`config.mk`:
```
export PLATFORM = sky130hd
export DESIGN_NAME = div_top
export DESIGN_NICKNAME = d
export VERILOG_FILES = /design/src/verilog/div_pkg.sv /design/src/verilog/div_ctrl.sv /design/src/verilog/div_operand_setup.sv /design/src/verilog/div_restoring_core.sv /design/src/verilog/div_result_fixup.sv /design/src/verilog/div_top.sv
export VERILOG_INCLUDE_DIRS = /design/src /design/src/verilog
export SDC_FILE = /design/constraint.sdc
export NUM_CORES = 1
export LEC_CHECK = 0
export ABC_AREA = 1
export BUFFER_PORTS_ARGS = -buffer_cell sky130_fd_sc_hd__buf_2
export CAP_MARGIN = 5
export CORE_MARGIN = 2
export CORE_UTILIZATION = 60
export CTS_CLUSTER_DIAMETER = 200
export DETAILED_ROUTE_END_ITERATION = 7
export PLACE_DENSITY = 0.92
export SYNTH_ARGS = -nofsm -noshare
export SYNTH_HDL_FRONTEND = slang
export SYNTH_HIERARCHICAL = 1
export SYNTH_SLANG_ARGS = --single-unit
```
`constraint.sdc`:
```
create_clock -name clk_i -period 6.6 [get_ports clk_i]
set_input_delay 0.33 -clock clk_i [delete_from_list [all_inputs] [get_ports clk_i]]
set_output_delay 0.33 -clock clk_i [all_outputs]
set_load 0.05 [all_outputs]
```
`src/verilog/div_consts.svh`:
```
// Divider constants
// word width, iteration counter width and operation code width
// shared by the package and by every divider block

`ifndef DIV_CONSTS_SVH
`define DIV_CONSTS_SVH

// data word width
`define DIV_XLEN 32

// iteration counter, log2 of the word width
`define DIV_CNT_W 5

// operation code width
`define DIV_OP_W 2

`endif

```
`src/verilog/div_pkg.sv`:
```
// Divider package
// operation codes, controller states and the partial remainder /
// quotient word seen both as two fields and as one flat word

`include "div_consts.svh"

package div_pkg;

  //////////////////////////////////////////////////
  // operation codes
  //////////////////////////////////////////////////

  // bit 0 marks unsigned, bit 1 marks a remainder result
  typedef enum logic [`DIV_OP_W-1:0] {
    OP_DIV  = 2'd0,
    OP_DIVU = 2'd1,
    OP_REM  = 2'd2,
    OP_REMU = 2'd3
  } div_op_e;

  // controller states
  typedef enum logic [1:0] {
    ST_CHECK  = 2'd0,
    ST_DIVIDE = 2'd1,
    ST_RESULT = 2'd2
  } div_state_e;

  //////////////////////////////////////////////////
  // partial remainder and dividend / quotient
  //////////////////////////////////////////////////

  typedef struct packed {
    logic [`DIV_XLEN-1:0] p; // partial remainder
    logic [`DIV_XLEN-1:0] a; // dividend, shifted out as quotient comes in
  } div_pa_s;

  // the step shifts the whole word at once through the flat view
  typedef union packed {
    div_pa_s                fld;
    logic [2*`DIV_XLEN-1:0] flat;
  } div_pa_u;

endpackage

```
`src/verilog/div_ctrl.sv`:
```
// Divider controller
// check / divide / result FSM with the iteration counter
// accepts a request only in check state, holds the result state
// while the downstream stage stalls

`timescale 1ns/1ps

`include "div_consts.svh"

module div_ctrl (
  input  logic clk_i,
  input  logic rst_ni,
  input  logic req_valid_i,
  input  logic special_i,
  input  logic stall_i,
  output logic start_o,
  output logic special_load_o,
  output logic step_o,
  output logic finish_o,
  output logic busy_o
);

  import div_pkg::*;

  div_state_e           state_q;
  div_state_e           state_d;
  logic [`DIV_CNT_W-1:0] cnt_q;

  // pulses decoded from the current state
  assign start_o        = (state_q == ST_CHECK) & req_valid_i & ~special_i;
  assign special_load_o = (state_q == ST_CHECK) & req_valid_i & special_i;
  assign step_o         = (state_q == ST_DIVIDE);
  assign finish_o       = (state_q == ST_RESULT) & ~stall_i;
  assign busy_o         = (state_q != ST_CHECK);

  //////////////////////////////////////////////////
  // next state
  //////////////////////////////////////////////////

  always_comb
  begin
    state_d = state_q;
    case (state_q)
      ST_CHECK:  if (start_o) state_d = ST_DIVIDE; // special cases stay here
      ST_DIVIDE: if (~|cnt_q) state_d = ST_RESULT;
      ST_RESULT: if (!stall_i) state_d = ST_CHECK;
      default:   state_d = ST_CHECK;
    endcase
  end

  always_ff @(posedge clk_i or negedge rst_ni)
  begin
    if (!rst_ni)
    begin
      state_q <= ST_CHECK;
      cnt_q   <= '0;
    end
    else
    begin
      state_q <= state_d;
      if (start_o)
        cnt_q <= {`DIV_CNT_W{1'b1}}; // one step per bit
      else if (step_o)
        cnt_q <= cnt_q - 1'b1;
    end
  end

endmodule

```
`src/verilog/div_operand_setup.sv`:
```
// Divider operand setup
// decodes the operation, catches divide by zero and signed overflow
// with their fixed results, and prepares magnitudes and sign flags
// for the restoring core

`timescale 1ns/1ps

`include "div_consts.svh"

module div_operand_setup (
  input  div_pkg::div_op_e      req_op_i,
  input  logic [`DIV_XLEN-1:0]  opa_i,
  input  logic [`DIV_XLEN-1:0]  opb_i,
  output logic                  special_o,
  output logic [`DIV_XLEN-1:0]  special_res_o,
  output logic [`DIV_XLEN-1:0]  dividend_o,
  output logic [`DIV_XLEN-1:0]  divisor_o,
  output logic                  neg_q_o,
  output logic                  neg_r_o
);

  import div_pkg::*;

  localparam logic [`DIV_XLEN-1:0] MOST_NEG = {1'b1, {(`DIV_XLEN-1){1'b0}}};

  logic is_signed;
  logic is_rem;
  logic div_zero;
  logic overflow;
  logic sign_a;
  logic sign_b;

  // operation decode
  always_comb
  begin
    is_signed = 1'b0;
    is_rem    = 1'b0;
    case (req_op_i)
      OP_DIV:  is_signed = 1'b1;
      OP_DIVU: is_signed = 1'b0;
      OP_REM:
      begin
        is_signed = 1'b1;
        is_rem    = 1'b1;
      end
      OP_REMU: is_rem = 1'b1;
      default: ;
    endcase
  end

  //////////////////////////////////////////////////
  // special cases
  //////////////////////////////////////////////////

  assign div_zero  = ~|opb_i;
  assign overflow  = is_signed & (opa_i == MOST_NEG) & (&opb_i); // -2^31 / -1
  assign special_o = div_zero | overflow;

  always_comb
  begin
    if (div_zero)
      special_res_o = is_rem ? opa_i : {`DIV_XLEN{1'b1}};
    else
      special_res_o = is_rem ? '0 : opa_i; // overflow, quotient is the dividend
  end

  //////////////////////////////////////////////////
  // magnitudes and signs
  //////////////////////////////////////////////////

  assign sign_a = is_signed & opa_i[`DIV_XLEN-1];
  assign sign_b = is_signed & opb_i[`DIV_XLEN-1];

  assign dividend_o = sign_a ? (~opa_i + 1'b1) : opa_i;
  assign divisor_o  = sign_b ? (~opb_i + 1'b1) : opb_i;

  assign neg_q_o = sign_a ^ sign_b;
  assign neg_r_o = sign_a;         // remainder follows the dividend

endmodule

```
`src/verilog/div_restoring_core.sv`:
```
// Restoring divider core
// holds the partial remainder / quotient word and the divisor,
// one shift-subtract-restore step per cycle while step is high

`timescale 1ns/1ps

`include "div_consts.svh"

module div_restoring_core (
  input  logic                  clk_i,
  input  logic                  rst_ni,
  input  logic                  start_i,
  input  logic                  step_i,
  input  logic [`DIV_XLEN-1:0]  dividend_i,
  input  logic [`DIV_XLEN-1:0]  divisor_i,
  output div_pkg::div_pa_u      pa_o
);

  import div_pkg::*;

  div_pa_u              pa_q;
  div_pa_u              pa_shl;
  logic [`DIV_XLEN-1:0] b_q;
  logic [`DIV_XLEN:0]   p_minus_b; // msb is the borrow

  //////////////////////////////////////////////////
  // shift and trial subtract
  //////////////////////////////////////////////////

  assign pa_shl.flat = pa_q.flat << 1;
  assign p_minus_b   = {1'b0, pa_shl.fld.p} - {1'b0, b_q};

  always_ff @(posedge clk_i or negedge rst_ni)
  begin
    if (!rst_ni)
    begin
      pa_q.flat <= '0;
      b_q       <= '0;
    end
    else if (start_i)
    begin
      pa_q.fld.p <= '0;
      pa_q.fld.a <= dividend_i;
      b_q        <= divisor_i;
    end
    else if (step_i)
    begin
      if (p_minus_b[`DIV_XLEN])
      begin
        // borrow, keep the shifted remainder
        pa_q.fld.p <= pa_shl.fld.p;
        pa_q.fld.a <= {pa_shl.fld.a[`DIV_XLEN-1:1], 1'b0};
      end
      else
      begin
        pa_q.fld.p <= p_minus_b[`DIV_XLEN-1:0];
        pa_q.fld.a <= {pa_shl.fld.a[`DIV_XLEN-1:1], 1'b1}; // quotient bit set
      end
    end
  end

  assign pa_o = pa_q;

endmodule

```
`src/verilog/div_result_fixup.sv`:
```
// Divider result fixup
// remembers operation and sign flags of the running division,
// selects quotient or remainder, restores its sign and registers
// the result together with a one-cycle valid

`timescale 1ns/1ps

`include "div_consts.svh"

module div_result_fixup (
  input  logic                  clk_i,
  input  logic                  rst_ni,
  input  logic                  start_i,
  input  logic                  special_load_i,
  input  logic                  finish_i,
  input  div_pkg::div_op_e      req_op_i,
  input  logic                  neg_q_i,
  input  logic                  neg_r_i,
  input  logic [`DIV_XLEN-1:0]  special_res_i,
  input  div_pkg::div_pa_u      pa_i,
  output logic                  res_valid_o,
  output logic [`DIV_XLEN-1:0]  res_o
);

  import div_pkg::*;

  div_op_e              op_q;
  logic                 neg_q_q;
  logic                 neg_r_q;
  logic [`DIV_XLEN-1:0] quot;
  logic [`DIV_XLEN-1:0] rem;

  // captured with the operands
  always_ff @(posedge clk_i)
  begin
    if (start_i)
    begin
      op_q    <= req_op_i;
      neg_q_q <= neg_q_i;
      neg_r_q <= neg_r_i;
    end
  end

  //////////////////////////////////////////////////
  // sign restore
  //////////////////////////////////////////////////

  assign quot = neg_q_q ? (~pa_i.fld.a + 1'b1) : pa_i.fld.a;
  assign rem  = neg_r_q ? (~pa_i.fld.p + 1'b1) : pa_i.fld.p;

  always_ff @(posedge clk_i)
  begin
    if (special_load_i)
      res_o <= special_res_i;
    else if (finish_i)
      res_o <= ((op_q == OP_REM) || (op_q == OP_REMU)) ? rem : quot;
  end

  always_ff @(posedge clk_i or negedge rst_ni)
  begin
    if (!rst_ni)
      res_valid_o <= 1'b0;
    else
      res_valid_o <= special_load_i | finish_i; // single pulse per load
  end

endmodule

```
`src/verilog/div_top.sv`:
```
// Integer divider top level
// bit-serial restoring divider for DIV, DIVU, REM and REMU
// requests are taken only while idle, busy stays high until the
// result has left, a stall holds a finished result

`timescale 1ns/1ps

`include "div_consts.svh"

module div_top (
  input  logic                  clk_i,
  input  logic                  rst_ni,
  input  logic                  req_valid_i,
  input  div_pkg::div_op_e      req_op_i,
  input  logic [`DIV_XLEN-1:0]  opa_i,
  input  logic [`DIV_XLEN-1:0]  opb_i,
  input  logic                  stall_i,
  output logic                  busy_o,
  output logic                  res_valid_o,
  output logic [`DIV_XLEN-1:0]  res_o
);

  import div_pkg::*;

  logic                 special;
  logic [`DIV_XLEN-1:0] special_res;
  logic [`DIV_XLEN-1:0] dividend;
  logic [`DIV_XLEN-1:0] divisor;
  logic                 neg_q;
  logic                 neg_r;
  logic                 start;
  logic                 special_load;
  logic                 step;
  logic                 finish;
  div_pa_u              pa;

  div_operand_setup u_setup (
    .req_op_i      (req_op_i),
    .opa_i         (opa_i),
    .opb_i         (opb_i),
    .special_o     (special),
    .special_res_o (special_res),
    .dividend_o    (dividend),
    .divisor_o     (divisor),
    .neg_q_o       (neg_q),
    .neg_r_o       (neg_r)
  );

  div_ctrl u_ctrl (
    .clk_i          (clk_i),
    .rst_ni         (rst_ni),
    .req_valid_i    (req_valid_i),
    .special_i      (special),
    .stall_i        (stall_i),
    .start_o        (start),
    .special_load_o (special_load),
    .step_o         (step),
    .finish_o       (finish),
    .busy_o         (busy_o)
  );

  div_restoring_core u_core (
    .clk_i      (clk_i),
    .rst_ni     (rst_ni),
    .start_i    (start),
    .step_i     (step),
    .dividend_i (dividend),
    .divisor_i  (divisor),
    .pa_o       (pa)
  );

  div_result_fixup u_fixup (
    .clk_i          (clk_i),
    .rst_ni         (rst_ni),
    .start_i        (start),
    .special_load_i (special_load),
    .finish_i       (finish),
    .req_op_i       (req_op_i),
    .neg_q_i        (neg_q),
    .neg_r_i        (neg_r),
    .special_res_i  (special_res),
    .pa_i           (pa),
    .res_valid_o    (res_valid_o),
    .res_o          (res_o)
  );

endmodule
```
==> results.toml, run 1 <==
[clock_tree]
htree_levels = 4
cts.path.max_buffers = 2
root_buffer = "clkbuf_16"
cts_sinks = 139
clkTransAtPathRegs_ns = 0.07
cts_made_buffers = 17
clkLatencyLatePin_ns = 0.44
cts_tree = "done"

[grt]
grt_first_pass_wirelength_mm = 71.3
grtUsageTotal_pct = 37.3
grt_max_degree = 100
grt_pass1_vias = 13749
overflow = 0
antenna_found_initial = 0

[timing]
finalCriticalPeriod_ns = 3.87
slew_violations = 0
worst_slew_pin_slew_ns = 1.03
period_share_pct = 58.7
rsz0062_at_grt = "no"
final-hold-violation-count = 0
slew_headroom_pct = 31.4
setup_viol = 0
max_freq_mhz = 258
fin_skew_ns = 0.0173
fin_setup_tns_ns = 0

[setup_path]
critPathTopFamily = "buffers and inverters"
cp_cell_sequence = "buf_2, inv_1, ha_1, nand2_1, nor2_4, nand4_4, buf_4, nand2_1, inv_1, nand3_4, inv_2, buf_4, nor2_2, buf_4, inv_1, o221ai_1"
crit_path_top_delay_cell = "inv_1"
startpoint_type = "primary input"
slowest_delay_ns = 0.79
crit_required_ns = 6.85
cp_max_fo = 99
end_kind = "flop"
critPathBufInv = 8
crit_arrival_ns = 4.13
worstSetupPathType = "primary input to flop"

[placement]
io_buffer_count = 103
place_area_mm2 = 0.0144
place_congestion = 1.01
dp.cells = 2640
place_hpwl_mm = 35.1

[logic_synthesis]
synth_edf_count = 35
syn_avg_cell_area_um2 = 5.96
synth_flop_cell = "dfrtp_1"
yosysMostFrequentCell = "nand2_1"
synthTopCellsByCount = "nand2_1, inv_1, nor2_1, nand3_1, dfrtp_1"
synthCells = 2311
synth_top_area_cell = "nand2_1"
synth_nets = 2420
syn_area_mm2 = 0.0138
yosysWarningCount = 6
ys_types = 46
ys_ff_latch = 139
async_flop_share_pct = 74.8
yosysSeqAreaShare_pct = 26.5
yosysTopAreaCellShare_pct = 22.9
netlist_top_cells_area = "nand2_1, dfrtp_1, inv_1, nand3_1, edfxtp_1"

[detailed_routing]
vias = 15669
drcViolationCount = 17
via_per_inst = 5.86
ant_nets = 0
drtPass1Iterations = 8
drt_wl_total_mm = 45.8
routedWlPerCell_um = 17.1
drt_iter0_drc = 2184

[die]
num_rows = 55
fp.dieH_um = 156
start_util_pct = 61.1
ios = 104
core_area_mm2 = 0.0226
die_w_um = 156
dieArea_mm2 = 0.0242

[final_layout]
nets = 2485
fillers = 2060
final_util_pct = 66.3
antenna_cells = 0
area_growth_pct = 8.57
fin_cells = 2674
drive_gt1_share_pct = 10.5
design_area_mm2 = 0.0150

[power_and_ir_drop]
vdd_ir_drop_max_uv = 251
finalPower_mw = 7.69
p_leak_nw = 7.88
powerDensity_mw_per_mm2 = 514

[hold_path]
hp-class = "primary input to flop"

[outcome]
violations = "design-rule violations"
outcome = "complete, but fails checks"

[flow_run]
max_cap_viol_count = 0
[metrics by stage]
step                      worst slack [ns]  hold slack [ns]
final                                 2.73            0.144
after global routing                  2.44            0.129
after global placement                2.50            0.322
after detailed placement              2.36            0.338
after CTS                             2.84            0.130
after floorplan                       4.04           0.0344
[per-layer routing]
layer / global-route usage [%] / share of wire [%]
met5: 0 / 0
met4: 14.1 / 3.7
met3: 6.44 / 11
met2: 57.2 / 43
met1: 53.0 / 42
[sequential cells by signal, indices dropped and copies added, names as in the netlist]
signal	flops
u_core/pa_o	64
u_fixup/neg_r_q	1
u_fixup/neg_q_q	1
u_fixup/op_q	1
u_fixup/res_o	32
u_ctrl/cnt_q	5
u_fixup/res_valid_o	1
u_core/b_q	32
u_ctrl/state_q	2
[worst paths after layout]
check	from	to	slack, ns	depth (start not counted)
hold reg to reg	u_ctrl/cnt_q[4]	u_ctrl/cnt_q[4]	0.50	2
setup / recovery	opb_i[0]	u_core/pa_o[13]	2.73	16
max in group asynchronous	rst_ni	u_core/b_q[23]	4.94	3
setup reg to reg	u_ctrl/state_q[0]	u_core/pa_o[13]	3.35	8
min in group asynchronous	rst_ni	u_fixup/res_valid_o	0.41	2
hold / removal	req_op_i[1]	u_fixup/op_q[1]	0.14	1
[worst reg2reg max path, cell delays in order (launching register included)]
cell      delay (ns)
dfrtp_1         0.44
nor2_2          0.25
nand3_4         0.15
inv_2           0.08
buf_4           0.69
nor2_2          0.11
buf_4           0.28
inv_1           0.79
o221ai_1        0.28
[where the power goes]
| group | internal [mW] | switching [mW] | total, mW | leakage [nW] |
|---|---|---|---|---|
| sequential | 1.25 | 0.375 | 1.63 | 1.59 |
| combinational | 1.63 | 3.50 | 5.13 | 6.02 |
| clock | 0.496 | 0.432 | 0.928 | 0.266 |
[cells in the final DEF (no fill, tap or decap), types with 4 or more instances in the layout]
cell	count
nor2_2	13
buf_2	102
nand2_1	841
o21ai_2	31
dfrtp_1	104
nor2_1	246
nand2_4	4
o21ai_0	69
nand3b_1	26
xor2_1	25
inv_2	22
edfxtp_1	35
xnor2_1	20
nand4_1	25
o21ai_1	37
nand3_1	215
nand2_2	12
inv_1	330
nor2_4	11
o211ai_1	5
ha_1	38
clkbuf_16	17
inv_6	6
nor3_1	20
a31oi_1	11
a21oi_1	42
o221ai_1	30
buf_4	12
[timing repair]
item,in CTS,in global routing
hold buffers,1,0
endpoints found under the hold margin,38,0
resized for setup,0,0
buffers inserted,0,0
[kinds of logic (layout without fill, tap and decap cells)]
family	after synthesis	in the layout	synth area share, %
and+or+nand+nor	1429	1429	44.0
buffers and inverters	425	503	12.4
AOI/OAI and AO/OA	233	233	10.5
DFF	139	139	26.5
xor gates and xnor gates	45	45	2.86
adders and majority gates	39	39	3.59
muxes	1	1	0.0817
[cell type report]
class | instances | area, um^2 | share of cell area [%]
Inverter | 355 | 1330 | 8.90
Tap cell | 285 | 357 | 2.38
Clock buffer | 18 | 429 | 2.87
Multi-Input combinational cell | 1747 | 8420 | 56.3
Clock inverter | 14 | 131 | 0.878
Timing Repair Buffer | 116 | 638 | 4.26
Sequential cell | 139 | 3650 | 24.4
(Power assumes the default switching activity.)
==> inputs of run 2 (changes only) <==
==> constraint.sdc (replaced) <==
create_clock -name clk_i -period 4 [get_ports clk_i]
set_input_delay 0.2 -clock clk_i [delete_from_list [all_inputs] [get_ports clk_i]]
set_output_delay 0.2 -clock clk_i [all_outputs]
set_load 0.05 [all_outputs]
==> results.toml, run 2 (synthesis results as in run 1) <==
[final_layout]
final_util_pct = 66.8
multi_input_area_mm2 = 0.00842
fillers = 2074
largest_reg_flops = 64
fin_cells = 2677
mostFrequentLayoutCells = "nand2_1, inv_1, nor2_1"
nets = 2488
antenna_cells = 0
area_growth_pct = 9.33
drive_gt1_share_pct = 10.5
final_common_cell = "nand2_1"
final-seq-area_mm2 = 0.00365

[grt]
overflow = 0
grt_max_degree = 98
grtUsageTotal_pct = 37.1
grt_first_pass_wirelength_mm = 71.2
grt_pass1_vias = 13748
antenna_found_initial = 0

[clock_tree]
cts.path.max_buffers = 2
post_cts_resized = 0
root_buffer = "clkbuf_16"
htree_levels = 4
cts_sinks = 139
cts_tree = "done"
clkLatencyLatePin_ns = 0.42
post_cts_buffers = 0
clkTransAtPathRegs_ns = 0.06
cts_made_buffers = 17

[timing]
slew_headroom_pct = 34.4
worst_slew_pin_slew_ns = 0.984
fin_setup_tns_ns = 0
fin_ws_ns = 0.968
rsz0062_at_grt = "no"
fin_skew_ns = 0.0100
finalCriticalPeriod_ns = 3.03
period_share_pct = 75.8
final-hold-violation-count = 0
slew_violations = 0
setup_viol = 0
max_freq_mhz = 330

[detailed_routing]
vias = 15598
routedWlPerCell_um = 16.8
via_per_inst = 5.83
ant_nets = 0
drcViolationCount = 0
drtPass1Iterations = 8
drt_wl_total_mm = 45.0
drt_iter0_drc = 2061

[setup_path]
slowest_delay_ns = 0.46
critPathTopFamily = "simple AND/OR/NAND/NOR gates"
rr_endpoint = "u_core/pa_o[53]"
r2r_slack_ns = 0.97
r2r-start = "u_core/pa_o[31]"
end_kind = "flop"
cp_max_fo = 34
crit_required_ns = 4.36
critPathBufInv = 2
crit_arrival_ns = 3.39
crit_path_top_delay_cell = "fa_1"
reg2reg_depth = 16
cpMostUsedCell = "nand2_1"
cp_cell_sequence = "inv_1, ha_1, fa_1, inv_1, nand2_1, nand2_1, nand3b_1, nand2_2, nand2_1, nand2_2, nand2_4, nand2_4, nand2_2, o21ai_0, nand2_1, nand2_1"
startpoint_type = "flop"
worstSetupPathType = "flop to flop"
path_depth = 16

[die]
core_area_mm2 = 0.0226
start_util_pct = 61.1
num_rows = 55
die_w_um = 156
ios = 104
dieArea_mm2 = 0.0242
fp.dieH_um = 156

[placement]
place_ws_ns = 0.922
dp.cells = 2643
io_buffer_count = 103
place_hpwl_mm = 34.7
place_congestion = 1.03

[power_and_ir_drop]
p_leak_nw = 7.94
vdd_ir_drop_max_uv = 455
powerDensity_mw_per_mm2 = 856

[hold_path]
min_to = "u_core/b_q[0]"
hold_depth = 2
hold_start = "opb_i[0]"
hp-class = "primary input to flop"

[outcome]
outcome = "finished, final reports clean"

[flow_run]
max_cap_viol_count = 0
## run 2: what timing repair did
action,CTS,global route
hold endpoints to repair,76,0
endpoints found under the setup margin,0,0
hold buffers,2,0
## run 2: cell type report
class / count / share of cell area (%)
Multi-Input combinational cell: 1747 / 55.9
Sequential cell: 139 / 24.2
Inverter: 355 / 8.84
Timing Repair Buffer: 119 / 4.35
Clock buffer: 19 / 2.87
Tap cell: 285 / 2.37
Clock inverter: 13 / 1.43
## run 2: layer usage
metal | vias up | wire (um) | global-route usage, %
met5 | - | 0 | 0
met4 | 0 | 1360 | 11.5
met3 | 119 | 5090 | 6.64
met2 | 986 | 19400 | 56.9
met1 | 7058 | 19200 | 53.5
li1 | 7435 | - | -
## run 2: worst max-delay path by stage
stage	slack, ns	end	start
CTS	1.06	u_core/pa_o[53]	u_core/pa_o[31]
global placement	1.00	u_fixup/res_o[1]	opa_i[0]
floorplan	1.57	u_core/pa_o[39]	opb_i[0]
finish	0.97	u_core/pa_o[53]	u_core/pa_o[31]
global route	0.82	u_core/pa_o[52]	u_core/pa_o[31]
detailed placement	0.92	u_fixup/res_o[2]	opa_i[0]
## run 2: power by group
| group | total [mW] | internal (mW) | switching, mW |
|---|---|---|---|
| registers | 2.69 | 2.07 | 0.625 |
| logic | 8.44 | 2.72 | 5.71 |
| clock network | 1.77 | 1.12 | 0.651 |
| total | 12.9 | 5.91 | 6.99 |
## run 2: stage by stage
stage               area [um^2]  power [mW]  hold WS, ns
floorplan                 13800        8.69      -0.0956
global placement          14400        10.6        0.379
detailed placement        14400        10.8        0.402
CTS                       15100        12.6       0.0497
global route              15100        13.9       0.0631
finish                    15100        12.9       0.0611
